==> config.mk <==
export PLATFORM = sky130hd
export DESIGN_NAME = axi_lite_regs_top
export DESIGN_NICKNAME = d
export VERILOG_FILES = /design/src/axi_lite_pkg.sv /design/src/axi_lite_regs_top.sv /design/src/axi_read_ctrl.sv /design/src/axi_write_ctrl.sv /design/src/reg_bank.sv
export VERILOG_INCLUDE_DIRS = /design/src /design/src/src
export SDC_FILE = /design/constraint.sdc
export NUM_CORES = 1
export LEC_CHECK = 0
export ABC_AREA = 1
export BUFFER_PORTS_ARGS = -buffer_cell sky130_fd_sc_hd__buf_2
export CORE_UTILIZATION = 35
export CTS_CLUSTER_DIAMETER = 200
export DETAILED_ROUTE_END_ITERATION = 8
export PLACE_DENSITY = 0.61
export SYNTH_ARGS = -nofsm -noshare
export SYNTH_HDL_FRONTEND = slang
export SYNTH_SLANG_ARGS = --single-unit
==> constraint.sdc <==
create_clock -name SAXI_aclk -period 13.8 [get_ports SAXI_aclk]
set_input_delay 3.45 -clock SAXI_aclk [delete_from_list [all_inputs] [get_ports SAXI_aclk]]
set_output_delay 3.45 -clock SAXI_aclk [all_outputs]
set_load 0.02 [all_outputs]
==> src/axi_lite_consts.svh <==
// bus widths and register map of the AXI4-Lite register bank, include wherever the map is needed
`ifndef AXI_LITE_CONSTS_SVH
`define AXI_LITE_CONSTS_SVH

// ----------------------------------------------------------------------
// bus widths
// ----------------------------------------------------------------------
`define AXI_ADDR_W     32              // awaddr / araddr
`define AXI_DATA_W     32              // wdata / rdata, full word only
`define AXI_RESP_W     2               // bresp / rresp

// ----------------------------------------------------------------------
// register map
// ----------------------------------------------------------------------
// four word registers sitting right above the base address
`define REG_COUNT      4               // number of rw registers
`define REG_IDX_W      2               // clog2 of REG_COUNT

`define REG_BASE_ADDR  32'h43C0_0000   // bus address of register 0
`define REG_BYTE_OFS   4               // byte stride between registers

// offsets in use
//   0x0  reg 0
//   0x4  reg 1
//   0x8  reg 2
//   0xC  reg 3
// anything else answers slverr

`endif

==> src/axi_lite_pkg.sv <==
// shared types of the AXI4-Lite register bank, imported by the channel controllers and the top
`include "axi_lite_consts.svh"

package axi_lite_pkg;

  // ----------------------------------------------------------------------
  // response codes
  // ----------------------------------------------------------------------
  // exokay and decerr never produced by this slave
  typedef enum logic [`AXI_RESP_W-1:0] {
    resp_okay   = 2'b00,   // access done
    resp_slverr = 2'b10    // address outside the window or misaligned
  } axi_resp_e;

  // ----------------------------------------------------------------------
  // channel FSM states
  // ----------------------------------------------------------------------
  // write side, gather aw and w then answer on b
  typedef enum logic {
    wr_collect = 1'b0,     // gathering address and data
    wr_resp    = 1'b1      // bvalid up, waiting on bready
  } wr_state_e;

  // read side, one request in flight
  typedef enum logic {
    rd_idle = 1'b0,        // arready up
    rd_data = 1'b1         // rvalid up, waiting on rready
  } rd_state_e;

endpackage

==> src/axi_lite_regs_top.sv <==
// top of the AXI4-Lite register bank, joins the write and read FSMs to the registers
`timescale 1ns/1ps
`include "axi_lite_consts.svh"

module axi_lite_regs_top
  import axi_lite_pkg::*;
(
  input  logic                   SAXI_aclk,
  input  logic                   rst,
  // write address
  input  logic [`AXI_ADDR_W-1:0] s_awaddr_i,
  input  logic                   s_awvalid_i,
  output logic                   s_awready_o,
  // write data
  input  logic [`AXI_DATA_W-1:0] s_wdata_i,
  input  logic                   s_wvalid_i,
  output logic                   s_wready_o,
  // write response
  output axi_resp_e              s_bresp_o,
  output logic                   s_bvalid_o,
  input  logic                   s_bready_i,
  // read address
  input  logic [`AXI_ADDR_W-1:0] s_araddr_i,
  input  logic                   s_arvalid_i,
  output logic                   s_arready_o,
  // read data
  output logic [`AXI_DATA_W-1:0] s_rdata_o,
  output axi_resp_e              s_rresp_o,
  output logic                   s_rvalid_o,
  input  logic                   s_rready_i
);

  // ----------------------------------------------------------------------
  // internal bank ports
  // ----------------------------------------------------------------------
  logic                   wr_en;
  logic [`AXI_ADDR_W-1:0] wr_addr;
  logic [`AXI_DATA_W-1:0] wr_data;
  logic                   wr_err;   // comb answer from the bank
  logic [`AXI_ADDR_W-1:0] rd_addr;
  logic [`AXI_DATA_W-1:0] rd_data;
  logic                   rd_err;

  axi_write_ctrl axi_write_ctrl_inst (
    .SAXI_aclk   (SAXI_aclk),
    .rst         (rst),
    .s_awaddr_i  (s_awaddr_i),
    .s_awvalid_i (s_awvalid_i),
    .s_awready_o (s_awready_o),
    .s_wdata_i   (s_wdata_i),
    .s_wvalid_i  (s_wvalid_i),
    .s_wready_o  (s_wready_o),
    .s_bresp_o   (s_bresp_o),
    .s_bvalid_o  (s_bvalid_o),
    .s_bready_i  (s_bready_i),
    .wr_en_o     (wr_en),
    .wr_addr_o   (wr_addr),
    .wr_data_o   (wr_data),
    .wr_err_i    (wr_err)
  );

  axi_read_ctrl axi_read_ctrl_inst (
    .SAXI_aclk   (SAXI_aclk),
    .rst         (rst),
    .s_araddr_i  (s_araddr_i),
    .s_arvalid_i (s_arvalid_i),
    .s_arready_o (s_arready_o),
    .s_rdata_o   (s_rdata_o),
    .s_rresp_o   (s_rresp_o),
    .s_rvalid_o  (s_rvalid_o),
    .s_rready_i  (s_rready_i),
    .rd_addr_o   (rd_addr),
    .rd_data_i   (rd_data),
    .rd_err_i    (rd_err)
  );

  // only place that decodes addresses
  reg_bank reg_bank_inst (
    .SAXI_aclk (SAXI_aclk),
    .rst       (rst),
    .wr_en_i   (wr_en),
    .wr_addr_i (wr_addr),
    .wr_data_i (wr_data),
    .wr_err_o  (wr_err),
    .rd_addr_i (rd_addr),
    .rd_data_o (rd_data),
    .rd_err_o  (rd_err)
  );

endmodule

==> src/axi_read_ctrl.sv <==
// AXI4-Lite read channels (ar, r), one request at a time with a registered data beat
`timescale 1ns/1ps
`include "axi_lite_consts.svh"

module axi_read_ctrl
  import axi_lite_pkg::*;
(
  input  logic                   SAXI_aclk,
  input  logic                   rst,
  // read address channel
  input  logic [`AXI_ADDR_W-1:0] s_araddr_i,
  input  logic                   s_arvalid_i,
  output logic                   s_arready_o,
  // read data channel
  output logic [`AXI_DATA_W-1:0] s_rdata_o,
  output axi_resp_e              s_rresp_o,
  output logic                   s_rvalid_o,
  input  logic                   s_rready_i,
  // towards the register bank
  output logic [`AXI_ADDR_W-1:0] rd_addr_o,
  input  logic [`AXI_DATA_W-1:0] rd_data_i,
  input  logic                   rd_err_i
);

  rd_state_e state_q;
  logic      ar_hs;
  logic      r_hs;

  // ----------------------------------------------------------------------
  // handshakes
  // ----------------------------------------------------------------------
  assign s_arready_o = (state_q == rd_idle);   // blocked while a beat is pending
  assign s_rvalid_o  = (state_q == rd_data);

  assign ar_hs = s_arvalid_i && s_arready_o;
  assign r_hs  = s_rvalid_o && s_rready_i;

  // bank lookup is combinational, address goes straight through
  assign rd_addr_o = s_araddr_i;

  // ----------------------------------------------------------------------
  // data beat
  // ----------------------------------------------------------------------
  // sampled on the ar edge, then frozen until rready
  always_ff @(posedge SAXI_aclk) begin
    if (ar_hs) begin
      s_rdata_o <= rd_data_i;   // already zero on a miss
    end
  end

  // ----------------------------------------------------------------------
  // control FSM
  // ----------------------------------------------------------------------
  always_ff @(posedge SAXI_aclk) begin
    if (rst) begin
      state_q   <= rd_idle;
      s_rresp_o <= resp_okay;
    end else begin
      case (state_q)
        rd_idle: begin
          if (ar_hs) begin
            s_rresp_o <= rd_err_i ? resp_slverr : resp_okay;
            state_q   <= rd_data;   // rvalid up on this edge
          end
        end
        rd_data: begin
          if (r_hs) begin
            state_q <= rd_idle;
          end
        end
        default: state_q <= rd_idle;
      endcase
    end
  end

endmodule

==> src/axi_write_ctrl.sv <==
// AXI4-Lite write channels (aw, w, b), gathers address and data in any order and commits to the bank
`timescale 1ns/1ps
`include "axi_lite_consts.svh"

module axi_write_ctrl
  import axi_lite_pkg::*;
(
  input  logic                   SAXI_aclk,
  input  logic                   rst,
  // write address channel
  input  logic [`AXI_ADDR_W-1:0] s_awaddr_i,
  input  logic                   s_awvalid_i,
  output logic                   s_awready_o,
  // write data channel
  input  logic [`AXI_DATA_W-1:0] s_wdata_i,
  input  logic                   s_wvalid_i,
  output logic                   s_wready_o,
  // write response channel
  output axi_resp_e              s_bresp_o,
  output logic                   s_bvalid_o,
  input  logic                   s_bready_i,
  // towards the register bank
  output logic                   wr_en_o,
  output logic [`AXI_ADDR_W-1:0] wr_addr_o,
  output logic [`AXI_DATA_W-1:0] wr_data_o,
  input  logic                   wr_err_i
);

  wr_state_e              state_q;
  logic                   aw_held_q;   // address captured
  logic                   w_held_q;    // data captured
  logic [`AXI_ADDR_W-1:0] addr_q;
  logic [`AXI_DATA_W-1:0] data_q;
  logic                   wr_en_q;     // commit strobe, one cycle
  logic                   aw_hs;
  logic                   w_hs;
  logic                   b_hs;

  // ----------------------------------------------------------------------
  // handshakes
  // ----------------------------------------------------------------------
  // each ready drops as soon as its item is held, and both stay low in wr_resp
  assign s_awready_o = (state_q == wr_collect) && !aw_held_q;
  assign s_wready_o  = (state_q == wr_collect) && !w_held_q;
  assign s_bvalid_o  = (state_q == wr_resp);

  assign aw_hs = s_awvalid_i && s_awready_o;
  assign w_hs  = s_wvalid_i && s_wready_o;
  assign b_hs  = s_bvalid_o && s_bready_i;

  // ----------------------------------------------------------------------
  // payload capture
  // ----------------------------------------------------------------------
  always_ff @(posedge SAXI_aclk) begin
    if (aw_hs) begin
      addr_q <= s_awaddr_i;
    end
    if (w_hs) begin
      data_q <= s_wdata_i;
    end
  end

  // ----------------------------------------------------------------------
  // control FSM
  // ----------------------------------------------------------------------
  always_ff @(posedge SAXI_aclk) begin
    if (rst) begin
      state_q   <= wr_collect;
      aw_held_q <= 1'b0;
      w_held_q  <= 1'b0;
      wr_en_q   <= 1'b0;
      s_bresp_o <= resp_okay;
    end else begin
      wr_en_q <= 1'b0;   // default, strobe lasts one cycle
      case (state_q)
        wr_collect: begin
          if (aw_hs) begin
            aw_held_q <= 1'b1;
          end
          if (w_hs) begin
            w_held_q <= 1'b1;
          end
          // both held, fire the commit once
          if (aw_held_q && w_held_q && !wr_en_q) begin
            wr_en_q <= 1'b1;
          end
          // commit cycle, bank answers error in the same cycle
          if (wr_en_q) begin
            s_bresp_o <= wr_err_i ? resp_slverr : resp_okay;
            state_q   <= wr_resp;
          end
        end
        wr_resp: begin
          if (b_hs) begin   // master took it, free both slots
            aw_held_q <= 1'b0;
            w_held_q  <= 1'b0;
            state_q   <= wr_collect;
          end
        end
        default: state_q <= wr_collect;
      endcase
    end
  end

  assign wr_en_o   = wr_en_q;
  assign wr_addr_o = addr_q;
  assign wr_data_o = data_q;

endmodule

==> src/reg_bank.sv <==
// four-word register file with address decode, instantiated by the top below both channel FSMs
`timescale 1ns/1ps
`include "axi_lite_consts.svh"

module reg_bank (
  input  logic                   SAXI_aclk,
  input  logic                   rst,
  // write port
  input  logic                   wr_en_i,    // one-cycle commit strobe
  input  logic [`AXI_ADDR_W-1:0] wr_addr_i,
  input  logic [`AXI_DATA_W-1:0] wr_data_i,
  output logic                   wr_err_o,   // address did not decode
  // read port, combinational
  input  logic [`AXI_ADDR_W-1:0] rd_addr_i,
  output logic [`AXI_DATA_W-1:0] rd_data_o,
  output logic                   rd_err_o
);

  // ----------------------------------------------------------------------
  // decode helpers
  // ----------------------------------------------------------------------
  // offset from base must be inside the window and on a word boundary
  function automatic logic addr_hit(input logic [`AXI_ADDR_W-1:0] addr);
    logic [`AXI_ADDR_W-1:0] ofs;
    ofs = addr - `REG_BASE_ADDR;   // wraps for addresses below base
    return (ofs < `REG_COUNT * `REG_BYTE_OFS) && (ofs % `REG_BYTE_OFS == 0);
  endfunction

  function automatic logic [`REG_IDX_W-1:0] addr_idx(input logic [`AXI_ADDR_W-1:0] addr);
    logic [`AXI_ADDR_W-1:0] ofs;
    ofs = addr - `REG_BASE_ADDR;
    return `REG_IDX_W'(ofs / `REG_BYTE_OFS);   // word index
  endfunction

  logic [`AXI_DATA_W-1:0] regs_q [`REG_COUNT];   // the registers
  logic                   wr_hit;
  logic                   rd_hit;
  logic [`REG_IDX_W-1:0]  wr_idx;
  logic [`REG_IDX_W-1:0]  rd_idx;

  assign wr_hit = addr_hit(wr_addr_i);
  assign wr_idx = addr_idx(wr_addr_i);
  assign rd_hit = addr_hit(rd_addr_i);
  assign rd_idx = addr_idx(rd_addr_i);

  // ----------------------------------------------------------------------
  // write commit
  // ----------------------------------------------------------------------
  // bad address, strobe is ignored and only the error goes back
  assign wr_err_o = ~wr_hit;

  always_ff @(posedge SAXI_aclk) begin
    if (rst) begin
      for (int i = 0; i < `REG_COUNT; i++) begin
        regs_q[i] <= '0;
      end
    end else if (wr_en_i && wr_hit) begin
      regs_q[wr_idx] <= wr_data_i;   // full word, no strobes
    end
  end

  // ----------------------------------------------------------------------
  // read mux
  // ----------------------------------------------------------------------
  always_comb begin
    rd_err_o  = ~rd_hit;
    rd_data_o = rd_hit ? regs_q[rd_idx] : '0;   // zero on a miss
  end

endmodule

Yosys cells after proc, flatten, opt, wreduce, memory -nomap -nowiden
Memories as Yosys holds them, arrays and structs flattened. A register that Yosys moved wholly into a read port is not among the register bits. Cells that the tools add are included. W data, S select, Z words.

Multiplexer cells: 22. $lt $le $gt $ge: 2. Eq/ne operators: 3. Reductions and logical operators: 24. Add/subtract/negate cells: 2. Bitwise gates (word level): 2.

Operators with widths (number): $logic_not A32 Y1 (2); $lt A32 B5 Y1 const B (2); $sub A32 B31 Y32 const B (2); $mux W32 (1); $reduce_or A32 Y1 (1); $mux W1 (14); $logic_and A1 B1 Y1 (12); $pmux W1 S2 (4); $reduce_and A2 Y1 (4); $mux W2 (3); $logic_not A1 Y1 (4); $ne A2 B1 Y1 const B (2); $ne A2 B2 Y1 const B (1); $not A1 Y1 (2); $reduce_or A2 Y1 (1).

Memories: 1. Input port bits: 103. Memory bits (writable): 128. Bits in registers: 73. Word-level logic and storage cells: 65.

Memory list: reg_bank_inst.regs_q (depth 4, width 32, rd ports 1, clocked after Yosys merged registers in 1, write ports 4, RTL line reg_bank.sv:35) `` logic [`AXI_DATA_W-1:0] regs_q [`REG_COUNT]; ``.

Longest topological paths before layout
Word-level depth: 9. Mapped depth: 11. Mapped depth without buffers: 10.

Modules after synthesis
From an unflattened synthesis, not the netlist that was laid out.

Cell total of the unflattened synthesis: 828. Area total of the unflattened synthesis: 9819.4 um^2.

Modules (own cells, without submodules): reg_bank (area each 6353.6 um^2, cells an instance 653, instances 1); axi_write_ctrl (area each 2159.6 um^2, cells an instance 94, instances 1); axi_read_ctrl (area each 1306.3 um^2, cells an instance 81, instances 1).

Worst setup path before layout
OpenSTA, ideal clock, no wires.

Kind: input -> register. Start point: input port rst. End point: memory reg_bank_inst.regs_q[0][0] (netlist name) (enable). Data required time: 13.334 ns. Arrival time: 6.220 ns. Stages: 4. Setup slack: 7.115 ns. Cells stage by stage: inv_1 nand4_1 buf_2 o21ai_0.

RTL lines: start: declaration (RTL line axi_lite_regs_top.sv:9) `input logic rst,`; end: declaration (RTL line reg_bank.sv:35).

==> run_results.csv <==
group,metric,value,unit
placement,hpwlAfterDp,11.8,mm
timing,timing.final.crit_share,39.4,%
power_and_ir_drop,power_density,137,nW/µm²
power_and_ir_drop,report.power.total,1.55,mW
clocking,cts_max_path_buffers,3,
setup_path,crit_path_capture_type,"register",
global_route,total_global_routing_track_utilization,14.6,%
placement,routabilityCongestion,0.742,
floorplanning,boundary_pin_count,144,
setup_path,criticalPathCategory,"primary input to register",
setup_path,startpoint_kind_of_the_worst_setup_timing_path,"primary input",
synth,postSynthAreaPerCell,11.9,µm²
setup_path,regToRegEndpoint,"reg_bank_inst.regs_q[1][20]$_SDFFCE_PN0P_",
outcome,failed_checks,"design-rule violations",
timing,slew_violations,0,
setup_path,worst_r2r_startpoint,"axi_write_ctrl_inst.wr_addr_o[13]$_DFFE_PP_",
min_path,hold_path_depth,2,
timing,setup_ws,8.36,ns
detailed_routing,vias,5977,
detailed_routing,antenna_violating_nets_left,0,
clocking,clkTransAtPathRegs,0.06,ns
min_path,hold_path.startpoint,"axi_write_ctrl_inst.aw_held_q$_SDFFE_PP0P_",
detailed_routing,vias_per_cell,4.65,
power_and_ir_drop,worst_ir_drop_vdd,0.108,mV
final_layout,instances_no_fill,1284,
floorplanning,starting_density_of_the_core,36.1,%
outcome,status,"complete, but fails checks",
detailed_routing,drc,8,
clocking,post-cts-setup-buffers,0,
setup_path,reg2reg_setup_slack,11.00,ns
floorplanning,placementRows,59,
timing,report.final.setup_viol,0,
clocking,cts_hold_repair.buffers,0,
detailed_routing,drt_iter0_drc,441,
timing,worst-slew-pin-transition,1.17,ns
clocking,clock_latency_on_the_worst_skew_pair,0.51,ns
final_layout,layout-area-overhead-vs-synth,19.1,%
setup_path,reg2reg_depth,8,
synth,synth.ff_latch_count,231,
timing,hold_viol,0,
final_layout,final_layout_size_suffix_gt1_share,24.7,%
floorplanning,chipHeight,167,µm
synth,synthCells,794,
run,max-cap-violations,0,
timing,min_period,5.44,ns
detailed_routing,drt_pre_antenna_iters,7,
timing,setup_total_negative_slack,0,ns
synth,synth_top_area_share,70.9,%
final_layout,finalNetCount,1032,
floorplanning,core_region_area,26300,µm²
global_route,initial_antenna_violation_count,2,
final_layout,layout.filler_cells,2476,
min_path,hold_path.class,"register to register",
detailed_routing,drt_wl_total,20.1,mm
global_route,maximum_number_of_pins_on_one_net_before_global_route_repair,67,
clocking,numClockSinks,231,
synth,post_synthesis_cell_type_with_the_largest_combined_area,"edfxtp_1",
power_and_ir_drop,power.leakage,4.54,nW
synth,synthesis.area,9480,µm²
placement,port_buffers,141,
synth,synth_cell_type_count,24,
timing,normalized_max_slew_margin,21.4,%
clocking,htree_levels,1,
setup_path,worstPathArrival,5.56,ns
placement,worst_slack_at_placement,7.79,ns
clocking,tritoncts,"yes",
min_path,endpoint_worst_hold,"axi_write_ctrl_inst.wr_en_o$_SDFF_PP0_",
global_route,grt_pass1_vias,6002,
final_layout,postLayoutCoreUtil,43.0,%
timing,skew,0.00903,ns
floorplanning,design.die.area,27800,µm²
floorplanning,die-width,167,µm
synth,ys.warnings.count,0,
synth,synth.yosys.seq_area_share,72.4,%
placement,dp_cells,1237,
synth,netlist_top_cells_area,"edfxtp_1 71%, nor2_1 7.9%, nor3_2 4.2%",
timing,fmax,184,MHz
clocking,cts.repair.resized,0,
setup_path,path_max_fanout,66,
global_route,grt_first_pass_wirelength,31.8,mm
clocking,cts-buffers-inserted,25,
clocking,clockRootBuffer,"clkbuf_16",
timing,rsz_0062_raised_after_global_routing,"no",
setup_path,required_arrival_time_at_the_worst_endpoint,13.92,ns
detailed_routing,post_drt_wl_per_cell,15.6,µm
global_route,overall_overflow_remaining_after_global_route,0,
power by group:
group	total (mW)	leakage (nW)	internal, mW	switching [mW]
clock	0.636	0.380	0.375	0.261
sequential	0.817	2.31	0.806	0.0116
combinational	0.0993	1.86	0.0283	0.0710
through the flow:
stage | hold WS (ns) | instance area [µm²]
CTS | 0.484 | 11300
global route | 0.504 | 11300
floorplan | 0.446 | 9490
global placement | 0.473 | 10500
finish | 0.489 | 11300
detailed placement | 0.476 | 10500
layout by cell type, fill, tap and decap left out, drive strengths merged:
| master | instances |
|---|---|
| nor4b | 1 |
| o21a | 1 |
| nand4 | 5 |
| diode | 2 |
| clkinvlp | 1 |
| bufinv | 2 |
| a21oi | 33 |
| buf | 152 |
| o22ai | 1 |
| dfxtp | 7 |
| o21ai | 70 |
| nor2 | 201 |
| clkinv | 9 |
| nor3 | 65 |
| edfxtp | 224 |
| conb | 2 |
| inv | 86 |
| nand2 | 53 |
| o211ai | 1 |
| clkbuf | 33 |
registers in the layout (all words and copies together) (netlist names):
signal	cells
axi_read_ctrl_inst.s_rresp_o	1
axi_write_ctrl_inst.wr_en_o	1
axi_write_ctrl_inst.aw_held_q	1
axi_write_ctrl_inst.wr_data_o	32
axi_read_ctrl_inst.s_rvalid_o	1
axi_write_ctrl_inst.s_bvalid_o	1
axi_read_ctrl_inst.s_rdata_o	32
axi_write_ctrl_inst.wr_addr_o	32
axi_write_ctrl_inst.w_held_q	1
reg_bank_inst.regs_q	128
axi_write_ctrl_inst.s_bresp_o	1
cells by family after synthesis:
kind of cell           after synthesis  share of synthesized area (%)
buffers and inverters              131                           5.75
AOI/OAI and AO/OA                  106                           5.66
DFF                                231                           72.4
and+or+nand+nor                    325                           16.1
other                                1                         0.0396
final cells by class:
| cell class | instances | area (µm²) | area share [%] |
|---|---|---|---|
| Antenna cell | 2 | 5.00 | 0.0443 |
| Sequential cell | 231 | 6870 | 60.8 |
| Clock buffer | 33 | 666 | 5.89 |
| Clock inverter | 12 | 109 | 0.964 |
| Tap cell | 335 | 419 | 3.71 |
| Inverter | 86 | 323 | 2.86 |
| Timing Repair Buffer | 152 | 788 | 6.98 |
| Multi-Input combinational cell | 433 | 2120 | 18.8 |
worst max-delay path, cell delays in order:
cell,delay (ns)
buf_2,0.15
inv_1,0.36
nand4_1,0.14
buf_4,0.41
o21ai_4,1.02
cell usage after synthesis, drive strengths merged:
cell and count:
edfxtp 224, nor2 201, inv 86, o21ai 70
nor3 65, nand2 53, a21oi 33, clkbuf 28
buf 17, dfxtp 7, nand4 5, conb 1
nor4b 1, o211ai 1, o21a 1, o22ai 1
layer usage:
metal  part of all wire (%)  GRT usage, %
met5                      0             0
met4                    1.8          3.54
met3                    7.4          3.49
met2                     49          25.5
met1                     42          18.2
worst max-delay path by stage:
stage               start                                        end  slack [ns]
floorplan             rst   reg_bank_inst.regs_q[0][0]$_SDFFCE_PN0P_        7.11
global placement      rst  reg_bank_inst.regs_q[1][18]$_SDFFCE_PN0P_        7.86
detailed placement    rst  reg_bank_inst.regs_q[1][18]$_SDFFCE_PN0P_        7.79
CTS                   rst  reg_bank_inst.regs_q[1][16]$_SDFFCE_PN0P_        8.34
global route          rst  reg_bank_inst.regs_q[1][13]$_SDFFCE_PN0P_        8.21
finish                rst  reg_bank_inst.regs_q[1][20]$_SDFFCE_PN0P_        8.36
Note: power is estimated with default switching activity, not from simulation.
